File: config.mk
export PLATFORM = sky130hd
export DESIGN_NAME = hisBuilder
export DESIGN_NICKNAME = d
export VERILOG_FILES = /design/src/design/sifhPkg.sv /design/src/design/memBusPkg.sv /design/src/design/histRam.sv /design/src/design/ramArbiter.sv /design/src/design/pixelBinner.sv /design/src/design/histUpdater.sv /design/src/design/histReadout.sv /design/src/design/hisBuilder.sv
export SDC_FILE = /design/constraint.sdc
export NUM_CORES = 1
export LEC_CHECK = 0
export ABC_CLOCK_PERIOD_IN_PS = 10300
export BUFFER_PORTS_ARGS = -buffer_cell sky130_fd_sc_hd__buf_4
export CAP_MARGIN = 0
export CORE_MARGIN = 2
export CORE_UTILIZATION = 50
export CTS_BUF_LIST = sky130_fd_sc_hd__clkbuf_8
export CTS_CLUSTER_SIZE = 16
export DETAILED_ROUTE_END_ITERATION = 10
export GPL_ROUTABILITY_DRIVEN = 1
export MAX_ROUTING_LAYER = met4
export PLACE_DENSITY_LB_ADDON = 0.15
export SYNTH_ARGS = -nofsm -noshare
export SYNTH_HDL_FRONTEND = slang
export SYNTH_SLANG_ARGS = --single-unit
File: constraint.sdc
create_clock -name clk -period 10.3 [get_ports clk]
set_input_delay 0.515 -clock clk [delete_from_list [all_inputs] [get_ports clk]]
set_output_delay 0.515 -clock clk [all_outputs]
set_load 0.01 [all_outputs]
File: src/design/sifhPkg.sv
package sifhPkg;

    localparam int NP                = 10;  // Raw sample width
    localparam int PIXEL_NUM_PER_RAM = 3;   // Pixels per row, one lane each
    localparam int ROWS              = 2;
    localparam int SAMPLES_PER_PIXEL = 2;   // Samples averaged per pixel

    localparam int BIN_BITS = 3;
    localparam int BINS     = 1 << BIN_BITS;

    localparam int CNT_W                = 8;
    localparam logic [CNT_W-1:0] CNT_MAX = '1;  // Saturation value 255

    localparam int ROW_W    = $clog2(ROWS);
    localparam int LANE_W   = $clog2(PIXEL_NUM_PER_RAM + 1);
    localparam int SAMPLE_W = $clog2(SAMPLES_PER_PIXEL);

    // One binned pixel
    typedef struct packed {
        logic [ROW_W-1:0]    row;
        logic [LANE_W-1:0]   pixel;
        logic [BIN_BITS-1:0] bin;
    } binEvent_t;

endpackage

File: src/design/memBusPkg.sv
package memBusPkg;

    import sifhPkg::*;

    localparam int WORDS  = ROWS * BINS;      // One word per row and bin
    localparam int ADDR_W = $clog2(WORDS);

    // Lane 0 holds pixel 0 of the row
    typedef logic [PIXEL_NUM_PER_RAM-1:0][CNT_W-1:0] histWord_t;

    typedef struct packed {
        logic              req;
        logic              we;
        logic [ADDR_W-1:0] addr;    // Row in the upper bit, bin below
        histWord_t         wdata;
    } memReq_t;

    typedef struct packed {
        logic [ROW_W-1:0]    row;
        logic [BIN_BITS-1:0] bin;
        histWord_t           counts;
    } readWord_t;

endpackage

File: src/design/histRam.sv
`timescale 1ns/1ps

module histRam (
    input  logic                 clk,
    input  memBusPkg::memReq_t   req,
    output memBusPkg::histWord_t rdata
);
    import memBusPkg::*;

    histWord_t mem [WORDS];

    // Single port, read result lands one cycle later
    always_ff @(posedge clk) begin
        if (req.req) begin
            if (req.we) begin
                mem[req.addr] <= req.wdata;
            end else begin
                rdata <= mem[req.addr];
            end
        end
    end

endmodule

File: src/design/ramArbiter.sv
`timescale 1ns/1ps

module ramArbiter (
    input  logic               clk,
    input  logic               rstN,
    input  memBusPkg::memReq_t updReq,
    input  memBusPkg::memReq_t rdReq,
    output memBusPkg::memReq_t memReq,
    output logic               updGrant,
    output logic               rdGrant,
    output logic               updRdValid,
    output logic               rdRdValid
);
    import memBusPkg::*;

    // Updater has fixed priority
    assign updGrant = updReq.req;
    assign rdGrant  = rdReq.req && !updReq.req;

    always_comb begin
        if (updGrant) begin
            memReq = updReq;
        end else if (rdGrant) begin
            memReq = rdReq;
        end else begin
            memReq = '0;          // Idle port
        end
    end

    // Owner of the word coming back next cycle
    always_ff @(posedge clk) begin
        if (!rstN) begin
            updRdValid <= 1'b0;
            rdRdValid  <= 1'b0;
        end else begin
            updRdValid <= updGrant && !updReq.we;
            rdRdValid  <= rdGrant && !rdReq.we;
        end
    end

endmodule

File: src/design/pixelBinner.sv
`timescale 1ns/1ps

module pixelBinner (
    input  logic                   clk,
    input  logic                   rstN,
    input  logic                   wrEn,
    input  logic [sifhPkg::NP-1:0] data,
    output logic                   evValid,
    output sifhPkg::binEvent_t     ev,
    output logic                   frameDone
);
    import sifhPkg::*;

    logic [SAMPLE_W-1:0] sampleIdx;
    logic [LANE_W-1:0]   pixelIdx;
    logic [ROW_W-1:0]    rowIdx;
    logic [NP-1:0]       firstSample;
    logic [NP:0]         sum;
    logic                lastSample;
    logic                lastPixel;
    logic                lastRow;

    assign sum        = firstSample + data;   // Mean is sum >> 1
    assign lastSample = (sampleIdx == SAMPLE_W'(SAMPLES_PER_PIXEL - 1));
    assign lastPixel  = (pixelIdx == LANE_W'(PIXEL_NUM_PER_RAM - 1));
    assign lastRow    = (rowIdx == ROW_W'(ROWS - 1));

    always_ff @(posedge clk) begin
        if (wrEn && !lastSample) begin
            firstSample <= data;
        end
    end

    // Top bits of the mean select the bin
    always_ff @(posedge clk) begin
        if (wrEn && lastSample) begin
            ev.row   <= rowIdx;
            ev.pixel <= pixelIdx;
            ev.bin   <= sum[NP -: BIN_BITS];
        end
    end

    always_ff @(posedge clk) begin
        if (!rstN) begin
            sampleIdx <= '0;
            pixelIdx  <= '0;
            rowIdx    <= '0;
            evValid   <= 1'b0;
            frameDone <= 1'b0;
        end else begin
            evValid   <= wrEn && lastSample;
            frameDone <= evValid && (ev.row == ROW_W'(ROWS - 1))
                         && (ev.pixel == LANE_W'(PIXEL_NUM_PER_RAM - 1));
            if (wrEn) begin
                if (!lastSample) begin
                    sampleIdx <= sampleIdx + 1'b1;
                end else begin
                    sampleIdx <= '0;
                    if (lastPixel) begin
                        pixelIdx <= '0;
                        rowIdx   <= lastRow ? '0 : rowIdx + 1'b1;  // Wrap at frame end
                    end else begin
                        pixelIdx <= pixelIdx + 1'b1;
                    end
                end
            end
        end
    end

endmodule

File: src/design/histUpdater.sv
`timescale 1ns/1ps

module histUpdater (
    input  logic                 clk,
    input  logic                 rstN,
    input  logic                 evValid,
    input  sifhPkg::binEvent_t   ev,
    input  memBusPkg::histWord_t rdata,
    input  logic                 rdValid,
    input  logic                 grant,
    output memBusPkg::memReq_t   req
);
    import sifhPkg::*;
    import memBusPkg::*;

    binEvent_t       evReg;
    histWord_t       incWord;
    logic            pend;
    logic            doWrite;
    logic [CNT_W-1:0] laneCnt;

    assign doWrite = pend && rdValid;
    assign laneCnt = rdata[evReg.pixel];

    always_ff @(posedge clk) begin
        if (evValid) begin
            evReg <= ev;
        end
    end

    always_ff @(posedge clk) begin
        if (!rstN) begin
            pend <= 1'b0;
        end else if (evValid) begin
            pend <= 1'b1;
        end else if (doWrite && grant) begin
            pend <= 1'b0;                       // Write-back done
        end
    end

    // Increment only the event's lane
    always_comb begin
        incWord = rdata;
        if (laneCnt != CNT_MAX) begin
            incWord[evReg.pixel] = laneCnt + 1'b1;
        end
    end

    always_comb begin
        req = '0;
        if (evValid) begin
            req.req  = 1'b1;
            req.addr = {ev.row, ev.bin};        // Read phase
        end else if (doWrite) begin
            req.req   = 1'b1;
            req.we    = 1'b1;
            req.addr  = {evReg.row, evReg.bin};
            req.wdata = incWord;
        end
    end

endmodule

File: src/design/histReadout.sv
`timescale 1ns/1ps

module histReadout (
    input  logic                 clk,
    input  logic                 rstN,
    input  logic                 readStart,
    input  logic                 grant,
    input  memBusPkg::histWord_t rdata,
    input  logic                 rdValid,
    output memBusPkg::memReq_t   req,
    output logic                 outValid,
    output memBusPkg::readWord_t outWord,
    output logic                 readDone
);
    import sifhPkg::*;
    import memBusPkg::*;

    typedef enum logic [1:0] {
        IDLE,
        READ,
        CLEAR
    } state_t;

    state_t            state;
    logic [ADDR_W-1:0] addr;
    logic              lastAddr;

    assign lastAddr = (addr == ADDR_W'(WORDS - 1));

    always_ff @(posedge clk) begin
        if (!rstN) begin
            state <= IDLE;
            addr  <= '0;
        end else begin
            case (state)
                IDLE: begin
                    if (readStart) begin
                        addr  <= '0;
                        state <= READ;
                    end
                end
                READ: begin
                    if (grant) begin
                        state <= CLEAR;         // Else retry next cycle
                    end
                end
                CLEAR: begin
                    if (grant) begin
                        addr  <= addr + 1'b1;
                        state <= lastAddr ? IDLE : READ;
                    end
                end
                default: state <= IDLE;
            endcase
        end
    end

    always_comb begin
        req      = '0;
        req.req  = (state != IDLE);
        req.we   = (state == CLEAR);        // Clear with zero wdata
        req.addr = addr;
    end

    // Word is presented once, when its read returns
    assign outValid       = rdValid;
    assign readDone       = rdValid && lastAddr;
    assign outWord.row    = addr[ADDR_W-1 -: ROW_W];
    assign outWord.bin    = addr[BIN_BITS-1:0];
    assign outWord.counts = rdata;

endmodule

File: src/design/hisBuilder.sv
`timescale 1ns/1ps

module hisBuilder (
    input  logic                   clk,
    input  logic                   rstN,
    input  logic                   wrEn,
    input  logic [sifhPkg::NP-1:0] data,
    input  logic                   readStart,
    output logic                   frameDone,
    output logic                   outValid,
    output memBusPkg::readWord_t   outWord,
    output logic                   readDone
);
    import sifhPkg::*;
    import memBusPkg::*;

    logic      evValid;
    binEvent_t ev;
    memReq_t   updReq;
    memReq_t   rdReq;
    memReq_t   memReq;
    histWord_t rdata;
    logic      updGrant;
    logic      rdGrant;
    logic      updRdValid;
    logic      rdRdValid;

    pixelBinner pixelBinner_i (
        .clk       (clk),
        .rstN      (rstN),
        .wrEn      (wrEn),
        .data      (data),
        .evValid   (evValid),
        .ev        (ev),
        .frameDone (frameDone)
    );

    histUpdater histUpdater_i (
        .clk     (clk),
        .rstN    (rstN),
        .evValid (evValid),
        .ev      (ev),
        .rdata   (rdata),
        .rdValid (updRdValid),
        .grant   (updGrant),
        .req     (updReq)
    );

    histReadout histReadout_i (
        .clk       (clk),
        .rstN      (rstN),
        .readStart (readStart),
        .grant     (rdGrant),
        .rdata     (rdata),
        .rdValid   (rdRdValid),
        .req       (rdReq),
        .outValid  (outValid),
        .outWord   (outWord),
        .readDone  (readDone)
    );

    ramArbiter ramArbiter_i (
        .clk        (clk),
        .rstN       (rstN),
        .updReq     (updReq),
        .rdReq      (rdReq),
        .memReq     (memReq),
        .updGrant   (updGrant),
        .rdGrant    (rdGrant),
        .updRdValid (updRdValid),
        .rdRdValid  (rdRdValid)
    );

    histRam histRam_i (
        .clk   (clk),
        .req   (memReq),
        .rdata (rdata)
    );

endmodule

# Word level (Yosys, flattened, before mapping)
# Memory sizes are Yosys's and may differ from the RTL's. A register that Yosys moved wholly into a read port is not among the register bits.
# Index checks and enable logic that the tools add are counted.
[classes]
addsub = 6
multipliers = 0
div = 0
order_cmp = 2
n_eq_ne = 9
shift = 0
mux = 29
bitwise_logic = 1
n_reduce_logical = 24
[op_table]
columns = ["cell", "count"]
rows = [
  ["$mux 30", 3],
  ["$mux 24", 2],
  ["$bwmux 24", 1],
  ["$bmux 8 s2", 1],
  ["$demux 8 s2", 1],
  ["$mux 8", 2],
  ["$mux 4", 3],
  ["$add 10x10->11", 1],
  ["$logic_and 1x1->1", 11],
  ["$mux 1", 10],
  ["$reduce_and 3->1", 3],
  ["$add 8x1->8 const B", 1],
  ["$mux 2", 4],
  ["$ne 8x8->1 const B", 1],
  ["$pmux 4 s2", 1],
  ["$eq 2x2->1 const B", 3],
  ["$pmux 2 s3", 1],
  ["$reduce_bool 2->1", 3],
  ["$add 4x1->4 const B", 1],
  ["$eq 4x4->1 const B", 1],
  ["$logic_not 1->1", 4],
  ["$ne 2x2->1 const B", 2],
  ["$reduce_and 2->1", 2],
  ["$lt 2x3->1 const B", 1],
  ["other kinds (7)", 8],
]
[word_totals]
ff_bits = 37
latch_bits = 0
mem_bits_rw = 384
rom_bits = 0
in_bits = 14
output_inout_bits = 31
wordCells = 89
mem_count = 1
[memory_table]
columns = ["name", "words", "word_bits", "rd", "rd_clocked_by_memory_dff", "wr", "line_no", "source"]
rows = [
  ["histRam_i.mem", 16, 24, 1, 1, 1, "histRam.sv:10", "histWord_t mem [WORDS];"],
]

# Longest topological paths before layout
[depth]
ltp_word = 15
depth_mapped = 10
depth_no_buf = 9

# Cells and area by module
# From an unflattened synthesis, not the netlist that was laid out.
[unflattened]
cells_unflattened = 963
hier_area_um2 = 18356.4
[modules_own_cells]
columns = ["module", "n_inst", "cells_per_inst", "area_per_inst_um2", "seq_area_each_um2"]
rows = [
  ["histRam", 1, 640, 15240.9, 12251.8],
  ["histUpdater", 1, 116, 1012.2, 200.2],
  ["pixelBinner", 1, 72, 983.4, 600.6],
  ["histReadout", 1, 93, 732.0, 120.1],
  ["ramArbiter", 1, 42, 387.9, 40.0],
]

# Least setup slack after synthesis
# Ideal clock, no wire load.
[synth_timing]
kind = "reg-to-reg"
startpoint = "reg pixelBinner_i.evValid"
endpoint = "mem histRam_i.mem[0][0] in the netlist's numbering, enable pin"
setup_time_ps = 407
t_arrival_ps = 2811
required_ps = 9893
slack_ps = 7082
path_stages_with_launch = 8
path_buffers = 2
synth_period_minus_slack_ps = 3218
cell_sequence = "dfxtp_1 buf_2 a21o_1 nor2_1 a221o_1 buf_2 or3_1 nor2b_1"
[synth_between]
elab_chain_len = 8
word_cells_on_any_way = 10
classes_between = "mux (8); reduce/logical (2)"
[synth_rtl]
columns = ["item", "line_no", "source"]
rows = [
  ["start, declared", "pixelBinner.sv:8", "output logic evValid,"],
  ["start signal, assigned", "pixelBinner.sv:51", "evValid <= wrEn && lastSample;"],
  ["$mux 1", "histUpdater.sv:51", "if (evValid) begin"],
  ["$logic_not 1->1", "ramArbiter.sv:18", "assign rdGrant = rdReq.req && !updReq.req;"],
  ["$logic_and 1x1->1", "ramArbiter.sv:18", ""],
  ["$mux 30", "ramArbiter.sv:23", "end else if (rdGrant) begin"],
  ["$mux 30 *", "ramArbiter.sv:21", "if (updGrant) begin"],
  ["$mux 1", "histRam.sv:15", "if (req.we) begin"],
  ["$mux 1", "histRam.sv:14", "if (req.req) begin"],
  ["$mux 1 (not written as such)", "histRam.sv:16", "mem[req.addr] <= req.wdata;"],
  ["end, declared", "histRam.sv:10", ""],
]
# Every way passes the cells marked *; elsewhere a longest branch is shown, timed or not.

==> flow_metrics.env <==
export IMPL_run_status="complete, no violations"
export IMPL_yosysMostFrequentCell="edfxtp_1"
export IMPL_cts_resized=0
export IMPL_start_util_pct=50.4
export IMPL_gr_usage_all_layers_pct=23.7
export IMPL_cts_made_buffers=73
export IMPL_worst_path_max_fanout=16
export IMPL_final_cells=1826
export IMPL_clk_pin_slew_ns=0.06
export IMPL_post_route_period_util_pct=43.7
export IMPL_synth_cells=1231
export IMPL_grt_setup_unrepaired="no"
export IMPL_syn_num_nets=1256
export IMPL_wl_um=43000
export IMPL_synth_edf_count=430
export IMPL_fin_setup_tns_ns=0
export IMPL_start_kind="flip-flop"
export IMPL_avgSynthCellArea_um2=14.9
export IMPL_grtUsageMet3_pct=5.19
export IMPL_die_area_um2=38300
export IMPL_p_leak_uw=0.00696
export IMPL_num_rows=70
export IMPL_yosysWarningCount=0
export IMPL_cts_buffer_depth=3
export IMPL_worst_slew_pin_slew_ns=1.14
export IMPL_place_congestion=0.765
export IMPL_synth_seq_cells=445
export IMPL_timing_slew_headroom_pct=23.7
export IMPL_post_cts_buffers=0
export IMPL_nets=1331
export IMPL_setup_violations=0
export IMPL_synthFlopType="edfxtp_1"
export IMPL_postCtsHoldBufs=0
export IMPL_clock_sinks=445
export IMPL_clk_latency_ns=0.62
export IMPL_criticalPathCategory="reg2reg"
export IMPL_post_place_cells=1699
export IMPL_slew_violations=0
export IMPL_ys_seq_area_share_pct=71.9
export IMPL_remaining_drc_errors=0
export IMPL_drt_first_pass_iters=5
export IMPL_place_hpwl_um=22100
export IMPL_ys_top_cells_by_count="430 x edfxtp_1, 216 x mux2i_1, 204 x nand2_1"
export IMPL_ys_types=57
export IMPL_critPathArrivalTime_ns=4.77
export IMPL_grt_first_pass_wirelength_um=64300
export IMPL_synthTopCellsByArea="edfxtp_1 70%, mux2i_1 12%, nand2_1 4.2%, nand3_1 2.9%, dfxtp_1 1.6%"
export IMPL_diodes=0
export IMPL_grt_pass1_vias=10400
export IMPL_drive_above_1_share_pct=13.9
export IMPL_chipWidth_um=196
export IMPL_skew_ns=0.0248
export IMPL_drv_cap=0
export IMPL_hold_class="in2reg"
export IMPL_cts_tree="built"
export IMPL_num_fill_cells=2931
export IMPL_grt_overflow_total=0
export IMPL_finalHoldViolations=0
export IMPL_design_portCount=45
export IMPL_synth_largest_area_cell="edfxtp_1"
export IMPL_power_density_nw_per_um2=173
export IMPL_port_buffer_count=44
export IMPL_num_vias=10500
export IMPL_crit_path_end_kind="flip-flop"
export IMPL_final_util_pct=56.5
export IMPL_required_ns=10.57
export IMPL_via_per_inst=5.77
export IMPL_cts_root_buf="clkbuf_8"
export IMPL_drt_iter0_drc=901
export IMPL_grt_max_degree=69
export IMPL_die_y_um=196
export IMPL_core_um2=36400
export IMPL_syn_cell_area_um2=18400
export IMPL_min_period_ns=4.50
export IMPL_top_usage_layer="met2"
export IMPL_antenna_left=0
export IMPL_globalRouteMet2Util_pct=37.5
export IMPL_multi_input_area_um2=5020
export IMPL_antenna_found_initial=0
export IMPL_gr_usage_met1_pct=31.1
export IMPL_register_area_um2=13200
export IMPL_cts_max_level=3
export IMPL_syn2layout_area_growth_pct=12.1
export IMPL_ys_async_sr_fraction_pct=0
export IMPL_netlist_area_leader_share_pct=70.3
export IMPL_max_freq_mhz=222
export IMPL_wl_per_cell_um=23.5
export IMPL_ir_drop_uv=103
-- cells by family after synthesis --
family | after synthesis | share of synthesized area [%]
muxes | 217 | 11.8
buffers and inverters | 66 | 1.64
adders and majority gates | 11 | 0.749
AOI/OAI and AO/OA | 63 | 2.99
DFF | 445 | 71.9
xor gates and xnor gates | 7 | 0.334
and+or+nand+nor | 422 | 10.5
-- worst max-delay path: stages, from the launching register on --
cell	delay, ns
edfxtp_1	0.76
nor2b_1	0.87
a21oi_1	0.30
inv_1	0.15
ha_1	0.23
nand2_2	0.17
o31ai_4	0.75
mux2i_1	0.16
nor2_1	0.75
-- stage by stage --
stage                     area (um2)  total power (uW)  hold slack (ns)  setup WS [ns]
after floorplan                18400              2130            0.418           7.08
after global placement         19300              2200            0.434           5.92
after detailed placement       19300              2200            0.430           5.89
after CTS                      20600              3590           0.0542           5.83
after global routing           20600              3690           0.0550           5.47
final                          20600              3550           0.0894           5.80
-- state kept, by name, summed over array words and instances (netlist names), 2 cells and up --
| register | flops |
|---|---|
| histReadout_i.state | 2 |
| histRam_i.mem | 384 |
| pixelBinner_i.firstSample | 10 |
| pixelBinner_i.ev | 6 |
| pixelBinner_i.pixelIdx | 2 |
| histReadout_i.addr | 4 |
| histRam_i.rdata | 24 |
| histUpdater_i.evReg | 6 |
-- per-layer routing --
metal  wire, um  vias to the layer above
met3       2790                       75
met4        853                        0
met2      20500                      337
met5          0                        -
met1      18800                     5305
li1           -                     4812
-- layout by cell type, fill, tap and decap left out, types with 25 or more instances in the layout --
master	netlist	routed
clkbuf_8	0	81
edfxtp_1	430	430
nand2_1	204	204
mux2i_1	216	216
nand3_1	105	105
nand4_1	25	25
buf_4	1	62
inv_1	4	25
nor2_1	34	34
-- power by group --
group	switching (uW)	total, uW	internal (uW)
sequential	26.4	2010	1990
clock	672	1390	717
combinational	91.1	153	61.9
-- final timing paths --
path,start,to,slack [ns],depth (start not counted)
max,histUpdater_i.evReg[3],histRam_i.mem[13][1],5.80,8
max reg2reg,histUpdater_i.evReg[3],histRam_i.mem[13][1],5.80,8
min,data[1],pixelBinner_i.firstSample[1],0.09,1
min reg2reg,pixelBinner_i.ev[4],histUpdater_i.evReg[4],0.45,0
-- area by class of cell --
cell class                 instances  area share (%)
multi-input combinational        720            24.4
tap                              468            2.84
timing repair buffer              62            2.26
clock buffer                      81            5.41
inverter                           4          0.0729
clock inverter                    46           0.923
sequential                       445            64.1
No activity file was read; power rests on OpenSTA's default activity.
